[config.mk]
export PLATFORM = sky130hd
export DESIGN_NAME = exu_top
export DESIGN_NICKNAME = d
export VERILOG_FILES = /design/src/logic/exu_pkg.sv /design/src/logic/exu_alu.sv /design/src/logic/exu_bypass_mux.sv /design/src/logic/exu_execute.sv /design/src/logic/exu_mul.sv /design/src/logic/exu_rs1_select.sv /design/src/logic/exu_rs2_select.sv /design/src/logic/exu_top.sv
export VERILOG_INCLUDE_DIRS = /design/src /design/src/logic
export SDC_FILE = /design/constraint.sdc
export NUM_CORES = 2
export LEC_CHECK = 0
export ABC_AREA = 0
export BUFFER_PORTS_ARGS = -buffer_cell sky130_fd_sc_hd__buf_2
export CORE_AREA = 4 4 362 364
export CTS_CLUSTER_SIZE = 40
export DETAILED_ROUTE_END_ITERATION = 10
export DIE_AREA = 0 0 366 368
export GPL_TIMING_DRIVEN = 0
export PLACE_DENSITY = 0.68
export SETUP_SLACK_MARGIN = 0.02
export SLEW_MARGIN = 0
export SYNTH_ARGS = -nofsm -noshare
export SYNTH_HDL_FRONTEND = slang
export SYNTH_SLANG_ARGS = --single-unit
[constraint.sdc]
create_clock -name clk -period 13.4 [get_ports clk]
set_input_delay 4.02 -clock clk [delete_from_list [all_inputs] [get_ports clk]]
set_output_delay 4.02 -clock clk [all_outputs]
set_load 0.005 [all_outputs]
[src/logic/exu_params.svh]
/*
 Execute stage sizing
 Data and PC widths, bypass source count, opcode and shift widths
*/
`ifndef EXU_PARAMS_SVH
`define EXU_PARAMS_SVH

`define EXU_XLEN      32   // Data word width
`define EXU_PC_W      31   // PC bits 31:1, bit 0 implied zero

`define EXU_BYP_SRCS  4    // R result, M load, X result, non-blocking load

`define EXU_ALU_OP_W  4    // ALU opcode width
`define EXU_SHAMT_W   5    // Shift amount taken from low operand bits

`endif

[src/logic/exu_pkg.sv]
/*
 Execute stage package
 Data, PC, bypass enable and ALU opcode types shared by the stage
*/
`default_nettype none

`include "exu_params.svh"

package exu_pkg;

   typedef logic [`EXU_XLEN-1:0]     word_t;     // One data word
   typedef logic [`EXU_PC_W:1]       pc_t;       // Instruction address 31:1
   typedef logic [`EXU_BYP_SRCS-1:0] byp_en_t;   // One-hot forwarding select

   // Bit positions inside byp_en_t
   localparam int unsigned BYP_RESULT_R = 0;     // R-stage result
   localparam int unsigned BYP_LOAD_M   = 1;     // M-stage load result
   localparam int unsigned BYP_RESULT_X = 2;     // X-stage result
   localparam int unsigned BYP_LOAD_NB  = 3;     // Non-blocking load data

   typedef enum logic [`EXU_ALU_OP_W-1:0] {
      ALU_ADD, ALU_SUB, ALU_AND, ALU_OR, ALU_XOR,
      ALU_SLL, ALU_SRL, ALU_SRA, ALU_SLT, ALU_SLTU
   } alu_op_t;

endpackage

`default_nettype wire

[src/logic/exu_alu.sv]
/*
 Integer ALU
 Add, subtract, logic, shift and compare with the X-stage result register
*/
`timescale 1ns/100ps
`default_nettype none

`include "exu_params.svh"

module exu_alu (
   input  logic              clk,
   input  logic              i_rst_n,
   input  logic              i_data_en,   // X-stage enable, low stalls
   input  logic              i_valid,     // ALU instruction in D
   input  exu_pkg::alu_op_t  i_op,
   input  exu_pkg::word_t    i_a,
   input  exu_pkg::word_t    i_b,
   output exu_pkg::word_t    o_result     // Registered X-stage result
);
   import exu_pkg::*;

   logic [`EXU_SHAMT_W-1:0] shamt;
   logic                    lt_signed;
   logic                    lt_unsigned;
   word_t                   alu_d;

   assign shamt       = i_b[`EXU_SHAMT_W-1:0];
   assign lt_signed   = $signed(i_a) < $signed(i_b);
   assign lt_unsigned = i_a < i_b;

   always_comb begin
      case (i_op)
         ALU_ADD:  alu_d = i_a + i_b;
         ALU_SUB:  alu_d = i_a - i_b;
         ALU_AND:  alu_d = i_a & i_b;
         ALU_OR:   alu_d = i_a | i_b;
         ALU_XOR:  alu_d = i_a ^ i_b;
         ALU_SLL:  alu_d = i_a << shamt;
         ALU_SRL:  alu_d = i_a >> shamt;
         ALU_SRA:  alu_d = $signed(i_a) >>> shamt;   // Sign fill
         ALU_SLT:  alu_d = {{(`EXU_XLEN-1){1'b0}}, lt_signed};
         ALU_SLTU: alu_d = {{(`EXU_XLEN-1){1'b0}}, lt_unsigned};
         default:  alu_d = '0;                       // Unused encodings
      endcase
   end

   // Holds through stalls and non-ALU cycles
   always_ff @(posedge clk) begin
      if (!i_rst_n) begin
         o_result <= '0;
      end else if (i_data_en && i_valid) begin
         o_result <= alu_d;
      end
   end

endmodule

`default_nettype wire

[src/logic/exu_bypass_mux.sv]
/*
 Operand bypass mux
 AND-OR selection over the four forwarding sources, one-hot enables
*/
`timescale 1ns/100ps
`default_nettype none

`include "exu_params.svh"

module exu_bypass_mux (
   input  exu_pkg::byp_en_t i_byp_en,     // One-hot or zero
   input  exu_pkg::word_t   i_result_r,   // R-stage result
   input  exu_pkg::word_t   i_load_m,     // M-stage load result
   input  exu_pkg::word_t   i_result_x,   // X-stage result feedback
   input  exu_pkg::word_t   i_load_nb,    // Non-blocking load data
   output logic             o_hit,        // Any source selected
   output exu_pkg::word_t   o_data        // Forwarded data
);
   import exu_pkg::*;

   word_t data_r;
   word_t data_m;
   word_t data_x;
   word_t data_nb;

   assign data_r  = {`EXU_XLEN{i_byp_en[BYP_RESULT_R]}} & i_result_r;
   assign data_m  = {`EXU_XLEN{i_byp_en[BYP_LOAD_M]}}   & i_load_m;
   assign data_x  = {`EXU_XLEN{i_byp_en[BYP_RESULT_X]}} & i_result_x;
   assign data_nb = {`EXU_XLEN{i_byp_en[BYP_LOAD_NB]}}  & i_load_nb;

   assign o_hit  = |i_byp_en;
   assign o_data = data_r | data_m | data_x | data_nb;   // Enables never overlap

endmodule

`default_nettype wire

[src/logic/exu_execute.sv]
/*
 X-stage execute
 ALU and multiplier side by side, result picked by the registered mul flag
*/
`timescale 1ns/100ps
`default_nettype none

module exu_execute (
   input  logic              clk,
   input  logic              i_rst_n,
   input  logic              i_data_en,
   input  logic              i_alu_valid,
   input  exu_pkg::alu_op_t  i_alu_op,
   input  exu_pkg::word_t    i_rs1,
   input  exu_pkg::word_t    i_muldiv_rs1,
   input  exu_pkg::word_t    i_rs2,
   input  logic              i_mul_valid,
   input  logic              i_mul_rs1_sign,
   input  logic              i_mul_rs2_sign,
   input  logic              i_mul_low,
   output exu_pkg::word_t    o_result_x
);
   import exu_pkg::*;

   word_t alu_result_x;
   word_t mul_result_x;
   logic  mul_valid_x;   // Multiply occupies X

   exu_alu u_alu (
      .clk       (clk),
      .i_rst_n   (i_rst_n),
      .i_data_en (i_data_en),
      .i_valid   (i_alu_valid),
      .i_op      (i_alu_op),
      .i_a       (i_rs1),
      .i_b       (i_rs2),
      .o_result  (alu_result_x)
   );

   exu_mul u_mul (
      .clk        (clk),
      .i_rst_n    (i_rst_n),
      .i_valid    (i_mul_valid),
      .i_rs1_sign (i_mul_rs1_sign),
      .i_rs2_sign (i_mul_rs2_sign),
      .i_low      (i_mul_low),
      .i_a        (i_muldiv_rs1),
      .i_b        (i_rs2),
      .o_result   (mul_result_x)
   );

   always_ff @(posedge clk) begin
      if (!i_rst_n) begin
         mul_valid_x <= 1'b0;
      end else begin
         mul_valid_x <= i_mul_valid;   // Not gated by the stall
      end
   end

   assign o_result_x = mul_valid_x ? mul_result_x : alu_result_x;

endmodule

`default_nettype wire

[src/logic/exu_mul.sv]
/*
 Multiplier
 33x33 signed product of sign-extended operands, low or high word registered
*/
`timescale 1ns/100ps
`default_nettype none

`include "exu_params.svh"

module exu_mul (
   input  logic           clk,
   input  logic           i_rst_n,
   input  logic           i_valid,      // Multiply in D
   input  logic           i_rs1_sign,   // Treat rs1 as signed
   input  logic           i_rs2_sign,   // Treat rs2 as signed
   input  logic           i_low,        // Low word, else high word
   input  exu_pkg::word_t i_a,
   input  exu_pkg::word_t i_b,
   output exu_pkg::word_t o_result
);
   import exu_pkg::*;

   word_t                          a_q;
   word_t                          b_q;
   logic signed [`EXU_XLEN:0]      a_ext;
   logic signed [`EXU_XLEN:0]      b_ext;
   logic signed [2*`EXU_XLEN+1:0]  prod;

   // Quiet the array when no multiply is issued
   assign a_q = {`EXU_XLEN{i_valid}} & i_a;
   assign b_q = {`EXU_XLEN{i_valid}} & i_b;

   assign a_ext = {i_rs1_sign & a_q[`EXU_XLEN-1], a_q};
   assign b_ext = {i_rs2_sign & b_q[`EXU_XLEN-1], b_q};
   assign prod  = a_ext * b_ext;                          // 66-bit signed product

   always_ff @(posedge clk) begin
      if (!i_rst_n) begin
         o_result <= '0;
      end else if (i_valid) begin
         o_result <= i_low ? prod[`EXU_XLEN-1:0] : prod[2*`EXU_XLEN-1:`EXU_XLEN];
      end
   end

endmodule

`default_nettype wire

[src/logic/exu_rs1_select.sv]
/*
 RS1 operand select
 Bypass, then PC for jal/auipc, then qualified GPR. Multiplier path skips PC
*/
`timescale 1ns/100ps
`default_nettype none

`include "exu_params.svh"

module exu_rs1_select (
   input  exu_pkg::byp_en_t i_byp_en,
   input  exu_pkg::word_t   i_result_r,
   input  exu_pkg::word_t   i_load_m,
   input  exu_pkg::word_t   i_result_x,
   input  exu_pkg::word_t   i_load_nb,
   input  exu_pkg::word_t   i_gpr,          // Register file read data
   input  logic             i_rs1_en,       // Qualifies GPR data
   input  logic             i_select_pc,    // PC replaces rs1
   input  exu_pkg::pc_t     i_pc,
   output exu_pkg::word_t   o_rs1,          // ALU operand
   output exu_pkg::word_t   o_muldiv_rs1    // Multiplier operand
);
   import exu_pkg::*;

   logic  byp_hit;
   word_t byp_data;
   word_t pc_word;

   exu_bypass_mux u_byp (
      .i_byp_en   (i_byp_en),
      .i_result_r (i_result_r),
      .i_load_m   (i_load_m),
      .i_result_x (i_result_x),
      .i_load_nb  (i_load_nb),
      .o_hit      (byp_hit),
      .o_data     (byp_data)
   );

   assign pc_word = {i_pc, 1'b0};   // Halfword aligned

   assign o_rs1 = ({`EXU_XLEN{byp_hit}}                             & byp_data) |
                  ({`EXU_XLEN{~byp_hit & i_select_pc}}              & pc_word)  |
                  ({`EXU_XLEN{~byp_hit & ~i_select_pc & i_rs1_en}}  & i_gpr);

   assign o_muldiv_rs1 = ({`EXU_XLEN{byp_hit}}             & byp_data) |
                         ({`EXU_XLEN{~byp_hit & i_rs1_en}} & i_gpr);

endmodule

`default_nettype wire

[src/logic/exu_rs2_select.sv]
/*
 RS2 operand select
 Bypass data, or qualified GPR ORed with the decoder immediate
*/
`timescale 1ns/100ps
`default_nettype none

`include "exu_params.svh"

module exu_rs2_select (
   input  exu_pkg::byp_en_t i_byp_en,
   input  exu_pkg::word_t   i_result_r,
   input  exu_pkg::word_t   i_load_m,
   input  exu_pkg::word_t   i_result_x,
   input  exu_pkg::word_t   i_load_nb,
   input  exu_pkg::word_t   i_gpr,       // Register file read data
   input  exu_pkg::word_t   i_immed,     // Zero when not an immediate op
   input  logic             i_rs2_en,    // Qualifies GPR data
   output exu_pkg::word_t   o_rs2
);
   import exu_pkg::*;

   logic  byp_hit;
   word_t byp_data;

   exu_bypass_mux u_byp (
      .i_byp_en   (i_byp_en),
      .i_result_r (i_result_r),
      .i_load_m   (i_load_m),
      .i_result_x (i_result_x),
      .i_load_nb  (i_load_nb),
      .o_hit      (byp_hit),
      .o_data     (byp_data)
   );

   assign o_rs2 = ({`EXU_XLEN{byp_hit}}             & byp_data) |
                  ({`EXU_XLEN{~byp_hit & i_rs2_en}} & i_gpr)    |
                  ({`EXU_XLEN{~byp_hit}}            & i_immed);

endmodule

`default_nettype wire

[src/logic/exu_top.sv]
/*
 Integer execute stage top
 Operand selectors in D feeding the X-stage ALU and multiplier
*/
`timescale 1ns/100ps
`default_nettype none

module exu_top (
   input  logic              clk,
   input  logic              i_rst_n,
   input  logic              i_data_en,        // X-stage enable
   input  exu_pkg::byp_en_t  i_rs1_byp_en,
   input  exu_pkg::byp_en_t  i_rs2_byp_en,
   input  exu_pkg::word_t    i_result_r,       // R-stage result
   input  exu_pkg::word_t    i_load_m,         // M-stage load result
   input  exu_pkg::word_t    i_load_nb,        // Non-blocking load data
   input  exu_pkg::word_t    i_gpr_rs1,
   input  exu_pkg::word_t    i_gpr_rs2,
   input  exu_pkg::word_t    i_immed,
   input  logic              i_rs1_en,
   input  logic              i_rs2_en,
   input  logic              i_select_pc,
   input  exu_pkg::pc_t      i_pc,
   input  logic              i_alu_valid,
   input  exu_pkg::alu_op_t  i_alu_op,
   input  logic              i_mul_valid,
   input  logic              i_mul_rs1_sign,
   input  logic              i_mul_rs2_sign,
   input  logic              i_mul_low,
   output exu_pkg::word_t    o_result_x        // Also fed back for bypass
);
   import exu_pkg::*;

   word_t rs1_d;
   word_t muldiv_rs1_d;
   word_t rs2_d;

   exu_rs1_select u_rs1_sel (
      .i_byp_en     (i_rs1_byp_en),
      .i_result_r   (i_result_r),
      .i_load_m     (i_load_m),
      .i_result_x   (o_result_x),
      .i_load_nb    (i_load_nb),
      .i_gpr        (i_gpr_rs1),
      .i_rs1_en     (i_rs1_en),
      .i_select_pc  (i_select_pc),
      .i_pc         (i_pc),
      .o_rs1        (rs1_d),
      .o_muldiv_rs1 (muldiv_rs1_d)
   );

   exu_rs2_select u_rs2_sel (
      .i_byp_en   (i_rs2_byp_en),
      .i_result_r (i_result_r),
      .i_load_m   (i_load_m),
      .i_result_x (o_result_x),
      .i_load_nb  (i_load_nb),
      .i_gpr      (i_gpr_rs2),
      .i_immed    (i_immed),
      .i_rs2_en   (i_rs2_en),
      .o_rs2      (rs2_d)
   );

   exu_execute u_exec (
      .clk            (clk),
      .i_rst_n        (i_rst_n),
      .i_data_en      (i_data_en),
      .i_alu_valid    (i_alu_valid),
      .i_alu_op       (i_alu_op),
      .i_rs1          (rs1_d),
      .i_muldiv_rs1   (muldiv_rs1_d),
      .i_rs2          (rs2_d),
      .i_mul_valid    (i_mul_valid),
      .i_mul_rs1_sign (i_mul_rs1_sign),
      .i_mul_rs2_sign (i_mul_rs2_sign),
      .i_mul_low      (i_mul_low),
      .o_result_x     (o_result_x)
   );

endmodule

`default_nettype wire

==> flow_metrics.env <==
export IMPL_n_fill_cell=12650
export IMPL_drc=0
export IMPL_final_cells=8300
export IMPL_final_area_sq_um=60620
export IMPL_setup_slack_ps=-104.6
export IMPL_initial_core_util_pct=39.98
export IMPL_period_share_pct=100.8
export IMPL_synth_top_area_share_pct=44.32
export IMPL_crit_path_frequent_cell="fa_1"
export IMPL_cts_max_level=3
export IMPL_drv_slew=0
export IMPL_min_from="u_exec.u_alu.o_result[6]"
export IMPL_yosysWarnings=0
export IMPL_antenna_found_initial=38
export IMPL_firstDrtPassIters=7
export IMPL_gp_congestion=1.124
export IMPL_clkSlewWorstSetupHoldPaths_ps=70
export IMPL_worst_pin_slew_ps=1450
export IMPL_r2r_start="u_exec.mul_valid_x"
export IMPL_die_w_um=366
export IMPL_synth_seq_area_share_pct=2.556
export IMPL_rsz0062_at_grt="true"
export IMPL_critPathLaunch="i_rs2_byp_en[2]"
export IMPL_cp_end_kind="flip-flop"
export IMPL_hold_class="reg2reg"
export IMPL_hold_viol_final=0
export IMPL_path_max_fanout=10
export IMPL_cts_buffers=9
export IMPL_violations="negative setup slack"
export IMPL_wirelength_mm=329.5
export IMPL_synthArstFlopShare_pct=0
export IMPL_initialDrtViolationCount=7186
export IMPL_place_area_sq_um=55050
export IMPL_synth_largest_area_cell="fa_1"
export IMPL_setup_violations=4
export IMPL_syn_inst=6139
export IMPL_vias_per_cell=6.298
export IMPL_wl_per_cell_um=39.70
export IMPL_max_stage_delay_ps=690
export IMPL_ant_nets=0
export IMPL_cp_data_arrival_time_ps=13840
export IMPL_period_needed_ps=13500
export IMPL_syn_nets=7821
export IMPL_clk_latency_ps=400
export IMPL_drive_gt1_share_pct=17.73
export IMPL_syn_avg_cell_area_sq_um=8.293
export IMPL_gr_total_overflow=0
export IMPL_ys_ff_latch=65
export IMPL_core_sq_um=127400
export IMPL_die_h_um=368
export IMPL_grt_pass1_wl_mm=441.9
export IMPL_outcome="finished, violations left"
export IMPL_cts_num_sinks=65
export IMPL_cp_required_ps=13730
export IMPL_synth_edf_count=0
export IMPL_synth_distinct_cells=101
export IMPL_netlist_area_sq_um=50910
export IMPL_synthTopCellsByArea="fa_1, inv_1, ha_1"
export IMPL_grt_max_degree=21
export IMPL_setup_worst_path_start_class="primary input"
export IMPL_cts_buffer_depth=2
export IMPL_critPathKind="in2reg"
export IMPL_fmax_ghz=0.07405
export IMPL_rows=131
export IMPL_numPortBuffers=270
export IMPL_via_count=52280
export IMPL_io_pins=278
export IMPL_areaGrowthSynthToFinish_pct=19.07
export IMPL_synth_flop_cell="dfxtp_1"
export IMPL_tritoncts="built"
export IMPL_nNetsFinal=8293
export IMPL_cts_root_buf="clkbuf_16"
export IMPL_cap_violations=0
export IMPL_grt_pass1_vias=52250
export IMPL_relSlewSlack_pct=3.347
export IMPL_dpl_hpwl_mm=273.2
export IMPL_grt_total_usage_pct=48.04
export IMPL_dp_cells=8103
export IMPL_skew_ps=17.84
export IMPL_dieArea_sq_um=134700
export IMPL_final_util_pct=47.60
export IMPL_crit_slowest_cell="fa_2"
routing by layer:
metal	part of all wire (%)	track usage, %	up-vias
met5	0.099	0.9259	-
met4	13	44.69	24
met3	12	15.92	1180
met2	41	69.26	4039
met1	34	56.20	26620
li1	-	-	20410
cells in the final DEF (no fill, tap or decap), types with 30 or more instances in the layout:
master,synthesis,routed
buf_6,10,35
nor3_1,58,54
nand2_1,945,917
dfxtp_1,65,65
o21ai_0,141,130
nor2_1,620,578
a22o_1,35,35
mux2i_1,140,135
a21oi_1,224,193
a21o_1,71,41
fa_2,0,30
xnor2_1,53,50
a222oi_1,37,37
clkbuf_2,1,61
clkbuf_4,0,38
a221o_1,72,70
fa_1,1127,1097
nand3_1,44,41
o211ai_1,43,43
inv_1,1186,1152
buf_12,0,42
ha_1,309,286
buf_4,8,181
clkbuf_1,266,89
buf_2,31,289
critical path, delay by kind of cell:
family,cells,cell delay (ps)
adders and majority gates,9,4410
xor gates and xnor gates,1,180
and+or+nand+nor,5,1630
AOI/OAI and AO/OA,8,1980
buffers and inverters,9,1500
sequential cells by signal, indices dropped and copies added (netlist names):
signal	count
u_exec.u_alu.o_result	32
u_exec.mul_valid_x	1
u_exec.u_mul.o_result	32
path summary, 6_finish.rpt:
path	to	cells after the start	slack, ps
max	u_exec.u_mul.o_result[18]	32	-100
min	u_exec.u_alu.o_result[6]	2	470
max reg2reg	u_exec.u_mul.o_result[18]	34	3040
min reg2reg	u_exec.u_alu.o_result[6]	2	470
synth_stat cells, drive strengths merged, types with 9 or more instances:
master and instances:
xor2 22, o2111ai 15, a211oi 60, dfxtp 65
or2 15, o21bai 28, a222oi 37, mux2i 145
fa 1127, a21oi 224, nor3 58, o311ai 10
nand2 945, nand4 24, nor4 15, o221ai 23
o21a 12, and2 29, o31ai 19, xnor2 53
clkinv 12, nor2b 17, nand3 44, inv 1191
mux2 37, ha 309, a221oi 28, a22oi 19
buf 81, o22ai 17, o21ai 160, nor2 621
a221o 72, a22o 35, a311oi 9, a21o 71
nand2b 17, clkbuf 267, a31oi 53, o211ai 44
or3 10, and3 22
area by class of cell:
cell class	count	area (sq um)	area share, %
Timing Repair Buffer	506	3872	6.388
Clock buffer	9	225.2	0.3715
Tap cell	1662	2079	3.430
Sequential cell	65	1301	2.147
Buffer	303	2356	3.887
Multi-Input combinational cell	4523	45930	75.77
Inverter	1203	4721	7.788
Antenna cell	22	55.05	0.09082
Clock inverter	7	76.32	0.1259
cells by family after synthesis:
group           synth area share [%]
simple gates                   14.67
mux                            3.974
xor+xnor                       1.290
compound gates                 13.84
buf+inv                        11.75
flops                          2.556
fa+ha+maj                      51.91
metrics by stage:
| stage | hold slack (ps) | setup slack [ps] | TNS [ps] |
|---|---|---|---|
| after floorplan | 421.2 | 238.1 | 0 |
| after global placement | 462.9 | -6917 | -185320 |
| after detailed placement | 460.8 | -4281 | -115180 |
| after CTS | 475.4 | 20.01 | 0 |
| after global routing | 494.3 | -100.0 | -303.3 |
| final | 474.0 | -104.6 | -121.1 |
repair_timing:
item | CTS | global route
pin swaps | 77 | 112
cloned | 3 | 5
hold buffers | 0 | 0
gates resized for setup | 755 | 263
endpoints found under the setup margin | 32 | 28
buffers inserted | 110 | 85
Power is not shown: default switching activity piles up to over one toggle a cycle in this logic, so the estimate is an artifact.
